File: src/cpu_pkg.sv
package cpu_pkg;

  // fixed by the two-word instruction format
  localparam int prog_addr_w = 6;  // 64 program words
  localparam int data_addr_w = 6;  // 64 data words
  localparam int reg_idx_w = 4;  // 16 registers, low nibble of the reg byte
  localparam int word_w = 16;

  // uart bit time
  localparam int clks_per_bit = 8;
  localparam int bit_cnt_w = $clog2(clks_per_bit);

  // upper byte of the first word, anything else is a nop
  typedef enum logic [7:0] {
    op_jmp         = 8'h01,
    op_ram2reg     = 8'h02,
    op_reg2ram     = 8'h03,
    op_num2reg     = 8'h04,
    op_regminusnum = 8'h06,
    op_int         = 8'h0F
  } opcode_t;

  typedef enum logic [1:0] {
    fs_idle,    // waiting for start
    fs_first,   // first word on fetch_data
    fs_second,  // second word on fetch_data
    fs_hold     // full instr buffered, exec slot busy
  } fetch_state_t;

  typedef enum logic [1:0] {
    us_idle,
    us_start,
    us_data,
    us_stop
  } uart_state_t;

  // program load port
  typedef struct packed {
    logic                   we;
    logic [prog_addr_w-1:0] addr;
    logic [word_w-1:0]      data;
  } prog_load_t;

  typedef struct packed {
    opcode_t                op;
    logic [reg_idx_w-1:0]   rd;
    logic [word_w-1:0]      operand;  // address or value
    logic [prog_addr_w-1:0] pc;       // addr of the first word
  } decoded_instr_t;

  typedef struct packed {
    logic                   taken;
    logic [prog_addr_w-1:0] target;
  } jump_t;

  typedef struct packed {
    logic                   valid;
    logic [data_addr_w-1:0] addr;
    logic [word_w-1:0]      data;
  } store_t;

endpackage

File: src/program_ram.sv
`timescale 1ns/1ps

module program_ram (
  input  logic                             clk,
  input  cpu_pkg::prog_load_t              prog_load,
  input  logic [cpu_pkg::prog_addr_w-1:0]  fetch_addr,
  output logic [cpu_pkg::word_w-1:0]       fetch_data
);
  import cpu_pkg::*;

  logic [word_w-1:0] mem [2**prog_addr_w];  // 64 x 16 program store

  // load port, only used while the core sits in reset or idle
  always_ff @(posedge clk) begin
    if (prog_load.we) begin
      mem[prog_load.addr] <= prog_load.data;
    end
  end

  // registered fetch read
  // data for an address shows up one clock later
  always_ff @(posedge clk) begin
    fetch_data <= mem[fetch_addr];
  end

endmodule

File: src/instr_decode.sv
`timescale 1ns/1ps

module instr_decode (
  input  logic                             clk,
  input  logic                             reset,
  input  logic                             start,
  output logic [cpu_pkg::prog_addr_w-1:0]  fetch_addr,
  input  logic [cpu_pkg::word_w-1:0]       fetch_data,
  input  cpu_pkg::jump_t                   jump,
  output cpu_pkg::decoded_instr_t          instr,
  output logic                             instr_valid,
  input  logic                             exec_ready
);
  import cpu_pkg::*;

  fetch_state_t           state;
  logic [prog_addr_w-1:0] pc;           // next word address to fetch
  logic [prog_addr_w-1:0] word_pc;      // first word addr of instr in flight
  logic [word_w-1:0]      first_word;   // opcode + reg byte
  logic [word_w-1:0]      second_word;  // operand, kept while the slot is busy
  logic                   slot_free;
  logic                   load_instr;
  logic                   issue;        // first word address goes out this cycle
  decoded_instr_t         next_instr;

  // output slot empties when not valid or consumed now
  assign slot_free = !instr_valid || exec_ready;

  assign load_instr = !jump.taken && slot_free &&
                      (state == fs_second || state == fs_hold);

  assign issue = jump.taken || (state == fs_idle && start) || load_instr;

  // redirect goes straight to the ram, no bubble
  assign fetch_addr = jump.taken ? jump.target : pc;

  always_comb begin
    next_instr.op      = opcode_t'(first_word[15:8]);  // unknown values act as nop
    next_instr.rd      = first_word[reg_idx_w-1:0];
    next_instr.operand = (state == fs_hold) ? second_word : fetch_data;
    next_instr.pc      = word_pc;
  end

  always_ff @(posedge clk) begin
    if (reset) begin
      state       <= fs_idle;
      pc          <= '0;  // start always fetches from 0
      instr_valid <= 1'b0;
    end else begin
      if (issue) begin
        pc    <= fetch_addr + 1'b1;
        state <= fs_first;
      end else if (state == fs_first) begin
        pc    <= pc + 1'b1;  // second word addr is out now
        state <= fs_second;
      end else if (state == fs_second) begin
        state <= fs_hold;  // exec still busy, park word 2
      end

      // jump flushes the held instr
      if (jump.taken) begin
        instr_valid <= 1'b0;
      end else if (load_instr) begin
        instr_valid <= 1'b1;
      end else if (exec_ready) begin
        instr_valid <= 1'b0;
      end
    end
  end

  always_ff @(posedge clk) begin
    if (issue) word_pc <= fetch_addr;
    if (state == fs_first) first_word <= fetch_data;
    if (state == fs_second) second_word <= fetch_data;
    if (load_instr) instr <= next_instr;  // stable until consumed
  end

endmodule

File: src/exec_unit.sv
`timescale 1ns/1ps

module exec_unit (
  input  logic                    clk,
  input  logic                    reset,
  input  cpu_pkg::decoded_instr_t instr,
  input  logic                    instr_valid,
  output logic                    exec_ready,
  output cpu_pkg::jump_t          jump,
  output cpu_pkg::store_t         store,
  output logic [7:0]              tx_byte,
  output logic                    tx_start,
  input  logic                    tx_ready
);
  import cpu_pkg::*;

  logic [word_w-1:0]      regs [2**reg_idx_w];    // register file
  logic [word_w-1:0]      dmem [2**data_addr_w];  // data memory
  logic                   fire;                   // instr consumed this cycle
  logic [word_w-1:0]      rd_val;
  logic [data_addr_w-1:0] mem_addr;

  assign rd_val   = regs[instr.rd];
  assign mem_addr = instr.operand[data_addr_w-1:0];

  // only int can stall, and only on a busy transmitter
  assign exec_ready = !(instr_valid && instr.op == op_int && !tx_ready);
  assign fire       = instr_valid && exec_ready;

  // redirect is combinational so the decoder drops the next instr in time
  assign jump = '{
    taken:  fire && instr.op == op_jmp,
    target: {instr.operand[prog_addr_w-1:1], 1'b0}  // forced even
  };

  // tx_ready already high whenever this fires
  assign tx_start = fire && instr.op == op_int;
  assign tx_byte  = rd_val[7:0];  // low byte only

  always_ff @(posedge clk) begin
    if (reset) begin
      for (int i = 0; i < 2**reg_idx_w; i++) begin
        regs[i] <= '0;
      end
      for (int j = 0; j < 2**data_addr_w; j++) begin
        dmem[j] <= '0;
      end
      store <= '0;
    end else begin
      // one-cycle store event, a clock after consume
      store.valid <= fire && instr.op == op_reg2ram;
      store.addr  <= mem_addr;
      store.data  <= rd_val;

      if (fire) begin
        case (instr.op)
          op_num2reg: begin
            regs[instr.rd] <= instr.operand;
          end
          op_regminusnum: begin
            regs[instr.rd] <= rd_val - instr.operand;  // wraps mod 2^16
          end
          op_ram2reg: begin
            regs[instr.rd] <= dmem[mem_addr];
          end
          op_reg2ram: begin
            dmem[mem_addr] <= rd_val;
          end
          default: begin
            // jmp and int act through the comb outputs, rest is nop
          end
        endcase
      end
    end
  end

endmodule

File: src/uart_tx.sv
`timescale 1ns/1ps

// 8N1 serializer, lsb first
module uart_tx (
  input  logic       clk,
  input  logic       reset,
  input  logic       tx_start,
  input  logic [7:0] tx_byte,
  output logic       tx_ready,
  output logic       tx
);
  import cpu_pkg::*;

  uart_state_t          state;
  logic [bit_cnt_w-1:0] tick_cnt;  // clocks spent in the current bit
  logic [2:0]           bit_idx;   // data bit being sent
  logic [7:0]           shifter;
  logic                 bit_done;

  assign bit_done = tick_cnt == bit_cnt_w'(clks_per_bit - 1);
  assign tx_ready = state == us_idle;  // low for the whole frame

  always_comb begin
    case (state)
      us_start: tx = 1'b0;
      us_data:  tx = shifter[0];
      default:  tx = 1'b1;  // idle and stop are mark
    endcase
  end

  always_ff @(posedge clk) begin
    if (reset) begin
      state    <= us_idle;
      tick_cnt <= '0;
      bit_idx  <= '0;
    end else begin
      tick_cnt <= (state == us_idle || bit_done) ? '0 : tick_cnt + 1'b1;
      case (state)
        us_idle: if (tx_start) state <= us_start;
        us_start: begin
          if (bit_done) begin
            state   <= us_data;
            bit_idx <= '0;
          end
        end
        us_data: begin
          if (bit_done) begin
            if (bit_idx == 3'd7) state <= us_stop;
            bit_idx <= bit_idx + 1'b1;
          end
        end
        us_stop: if (bit_done) state <= us_idle;
        default: state <= us_idle;
      endcase
    end
  end

  // byte latched on start, shifted out after each data bit
  always_ff @(posedge clk) begin
    if (tx_ready && tx_start) begin
      shifter <= tx_byte;
    end else if (state == us_data && bit_done) begin
      shifter <= shifter >> 1;
    end
  end

endmodule

File: src/cpu_core.sv
`timescale 1ns/1ps

module cpu_core (
  input  logic                clk,
  input  logic                reset,
  input  logic                start,
  input  cpu_pkg::prog_load_t prog_load,
  output cpu_pkg::store_t     store,
  output logic                tx
);
  import cpu_pkg::*;

  logic [prog_addr_w-1:0] fetch_addr;
  logic [word_w-1:0]      fetch_data;
  decoded_instr_t         instr;
  logic                   instr_valid;
  logic                   exec_ready;   // back-pressure into fetch
  jump_t                  jump;
  logic [7:0]             tx_byte;
  logic                   tx_start;
  logic                   tx_ready;

  program_ram u_program_ram (
    .clk        (clk),
    .prog_load  (prog_load),
    .fetch_addr (fetch_addr),
    .fetch_data (fetch_data)
  );

  instr_decode u_instr_decode (
    .clk         (clk),
    .reset       (reset),
    .start       (start),
    .fetch_addr  (fetch_addr),
    .fetch_data  (fetch_data),
    .jump        (jump),
    .instr       (instr),
    .instr_valid (instr_valid),
    .exec_ready  (exec_ready)
  );

  exec_unit u_exec_unit (
    .clk         (clk),
    .reset       (reset),
    .instr       (instr),
    .instr_valid (instr_valid),
    .exec_ready  (exec_ready),
    .jump        (jump),
    .store       (store),
    .tx_byte     (tx_byte),
    .tx_start    (tx_start),
    .tx_ready    (tx_ready)
  );

  uart_tx u_uart_tx (
    .clk      (clk),
    .reset    (reset),
    .tx_start (tx_start),
    .tx_byte  (tx_byte),
    .tx_ready (tx_ready),
    .tx       (tx)
  );

endmodule

File: config.mk
export PLATFORM = sky130hd
export DESIGN_NAME = cpu_core
export DESIGN_NICKNAME = d
export VERILOG_FILES = /design/src/cpu_pkg.sv /design/src/program_ram.sv /design/src/instr_decode.sv /design/src/exec_unit.sv /design/src/uart_tx.sv /design/src/cpu_core.sv
export SDC_FILE = /design/constraint.sdc
export NUM_CORES = 2
export LEC_CHECK = 0
export CAP_MARGIN = 25
export CORE_UTILIZATION = 40
export DETAILED_ROUTE_END_ITERATION = 8
export DONT_BUFFER_PORTS = 1
export PLACE_DENSITY_LB_ADDON = 0.12
export SYNTH_ARGS = -nofsm -noshare
export SYNTH_HDL_FRONTEND = slang
export SYNTH_SLANG_ARGS = --single-unit
File: constraint.sdc
create_clock -name clk -period 7.91 [get_ports clk]
set_clock_uncertainty 0.05 [all_clocks]
set_input_delay 0 -clock clk [delete_from_list [all_inputs] [get_ports clk]]
set_output_delay 0 -clock clk [all_outputs]
set_load 0.01 [all_outputs]
==> flow_summary.ini <==
[floorplanning]
pin_count = 50
fp.coreArea_um2 = 249000
die_area_um2 = 253000
start_util_pct = 40.3
num_rows = 183
die_y_um = 503
die_w_um = 503

[pwr]
leakagePower_nw = 39.4
p_int_mw = 26.0
p_sw_mw = 13.9
clock_power_share_pct = 31.1
swShare_pct = 34.9
comb_power_share_pct = 30.6
p_seq_share_pct = 38.3
peakVddDrop_uv = 314
p_per_area_nw_per_um2 = 348

[critical_path]
required_ps = 8530
reg2reg_depth = 18
cp.arrival_ps = 6170
startpoint_type = register
crit_type = reg -> reg
worstPathCellList = buf_4, buf_4, mux4_2, mux2i_1, nand2_1, o21ai_4, inv_1, ha_1, o21a_1, o31a_1, o21ai_0, a21oi_1, o2111ai_1, a22o_1, nand2_1, a211oi_2, buf_4, nor2_1
endpoint_kind = register
path_common_cell = buf_4
cp.buffers_inverters = 4
cp_top_family = compound AO/OA/AOI/OAI gates
slowest_delay_ps = 650
crit_fanout = 20
cpMaxStageDelayCell = dfxtp_4
path_depth = 18

[final_layout]
finalNetCount = 6675
layout_common_cells = 2368 x edfxtp_1, 1409 x nor2_1, 650 x nand2_1
nFillCells = 21693
mostFrequentLayoutCell = edfxtp_1
area.growth.synth_to_final_pct = 14.4
seqCellArea_um2 = 72500
multi_input_area_um2 = 26100
drive_gt1_share_pct = 18.6

[grt]
grt_pass1_vias = 56892
grt_overflow = 0
antenna_found_initial = 20
grt_pass1_wl_mm = 427
grt_usage_pct = 23.7
grt_max_degree = 92

[place]
dpl_worst_slack_ps = 2280
place.gp.congestion = 0.813
port-buffer-count = 0
place_hpwl_mm = 172

[timing]
rsz0062_at_grt = false
fin_ws_ps = 2360
max-slew-margin-rel_pct = 24.0
period_share_pct = 70.1
finalSetupViolations = 0
tns_ps = 0
worstMarginPinSlew_ps = 1140
hold_viol_final = 0
max_freq_mhz = 180
fin_crit_ps = 5550
finalMaxSlewViolations = 0

[logic_synthesis]
synth-async-reset-ratio_pct = 0
syn-cell-area_um2 = 100000
synth_largest_area_cell = edfxtp_1
synth.distinct_cells = 61
avgSynthCellArea_um2 = 15.4
netlist_top_cells_area = edfxtp_1 71%, mux4_2 11%, nor2_1 5.4%, nand2_1 2.4%, clkbuf_1 1.3%
synth_edf_count = 2368
yosys_most_used_dff = edfxtp_1
synth_top_area_share_pct = 70.9
synth-seq-area-share_pct = 72.3
synth.net_count = 6570
ys_warn_count = 0
syn_inst = 6515
ys_ff_latch = 2434

[clock_network]
cts_buffers = 285
clockRootBuffer = clkbuf_16
clock_latency_ps = 930
ctsHtreeMaxLevel = 5
cts_buffer_depth = 4
cts_resized = 0
cts_tree = done
clk_pin_slew_ps = 60
clock-sinks = 2434

[route]
vias_per_cell = 5.62
final_antenna_net_count = 0
drt-total-wl_mm = 298
drt_iter0_markers = 6015
wl_per_cell_um = 29.4
drc_errors = 0
via_count = 57073
first_pass_iters = 5

[status]
status = finished, final reports clean

[min_path]
hp-class = in -> reg
min_delay_path_depth = 1

[flow_run]
maxCapViolations = 0
==> registers in the layout (all words and copies together) (netlist names), 8 cells and up, named ones only <==
name and count:
u_program_ram.mem 1024, u_exec_unit.regs 256, u_uart_tx.shifter 8, u_instr_decode.second_word 16
u_exec_unit.store 23, u_exec_unit.dmem 1024, u_instr_decode.first_word 12, u_program_ram.fetch_data 16
u_instr_decode.instr 28
==> cell type report <==
cell class,instances,area share [%]
multi-input cells,3538,22.8
diodes,12,0.0262
repair buffers,317,2.78
flip-flops and latches,2434,63.2
inverters,44,0.153
clock buffers,372,6.68
clock inverters,111,0.807
well taps,3330,3.63
==> routing by layer <==
metal	share of wire [%]	vias up	routed length, µm	GRT usage, %
met5	0.011	-	33	0
met4	3.4	4	10100	7.95
met3	5.8	432	17200	3.56
met2	50	1955	148000	39.5
met1	41	30011	123000	31.6
li1	-	24671	-	-
==> Yosys cell counts, types with 3 or more instances <==
cell / instances
a211oi_1: 4
buf_1: 65
buf_4: 6
o221ai_1: 38
inv_1: 41
o211ai_1: 4
or3_1: 7
a21oi_1: 222
a2111oi_0: 91
clkbuf_1: 358
or3b_2: 4
nand2_1: 651
nor3_1: 62
mux4_2: 492
a31oi_1: 27
mux2_2: 37
o21ai_1: 13
edfxtp_1: 2368
or4_1: 17
xnor2_1: 9
xor2_1: 5
o22ai_1: 3
nand2b_1: 82
nor3b_1: 3
a32oi_1: 15
a21o_1: 7
nor2_1: 1438
o31ai_1: 3
o21ai_2: 5
dfxtp_1: 66
mux2i_1: 91
o21ai_0: 44
a21oi_2: 6
o21a_1: 7
and3_1: 8
nor2b_1: 7
nand4_1: 4
buf_2: 70
ha_1: 28
nand3_1: 82
==> final timing paths <==
check	from	endpoint	slack, ps
hold reg to reg	u_instr_decode.first_word[9]	u_instr_decode.instr[27]	370
setup reg to reg	register	u_exec_unit.regs[4][15]	2360
hold / removal	reset	u_exec_unit.dmem[1][12]	30
setup / recovery	register	u_exec_unit.regs[4][15]	2360
==> power by group through the flow <==
| stage | Sequential, mW | Combinational [mW] | Clock, mW |
|---|---|---|---|
| after floorplan | 15.1 | 7.52 | 0 |
| after global placement | 15.6 | 12.2 | 0 |
| after detailed placement | 15.6 | 12.2 | 0 |
| after CTS | 15.3 | 12.4 | 12.6 |
| after global routing | 15.4 | 12.9 | 13.1 |
| final | 15.3 | 12.2 | 12.4 |
==> through the flow <==
stage	total power, mW	hold slack, ps	util (%)	cell area, µm²	std cells
2_1_floorplan	22.6	48.9	-	100000	6515
3_3_place_gp	27.8	28.8	42.1	105000	9583
3_5_place_dp	27.8	31.0	42.3	105000	9606
4_1_cts	40.4	3.37	46.1	115000	10144
5_1_grt	41.3	6.35	46.1	115000	10152
6_report	39.9	27.6	46.1	115000	10158
==> timing repair <==
| item | 4_1_cts | 5_1_grt |
|---|---|---|
| buffers inserted | 0 | 0 |
| hold endpoints to repair | 2638 | 0 |
| hold buffers | 55 | 0 |
| endpoints found under the setup margin | 0 | 0 |
==> kinds of logic after synthesis <==
kind of cell	Yosys count	share of synthesized area [%]
adders and majority gates	29	0.369
AOI/OAI and AO/OA	497	3.20
and+or+nand+nor	2377	9.50
DFF	2434	72.3
buffers and inverters	543	2.14
xor gates and xnor gates	14	0.122
muxes	621	12.4
Note: power is estimated with default switching activity, not from simulation.
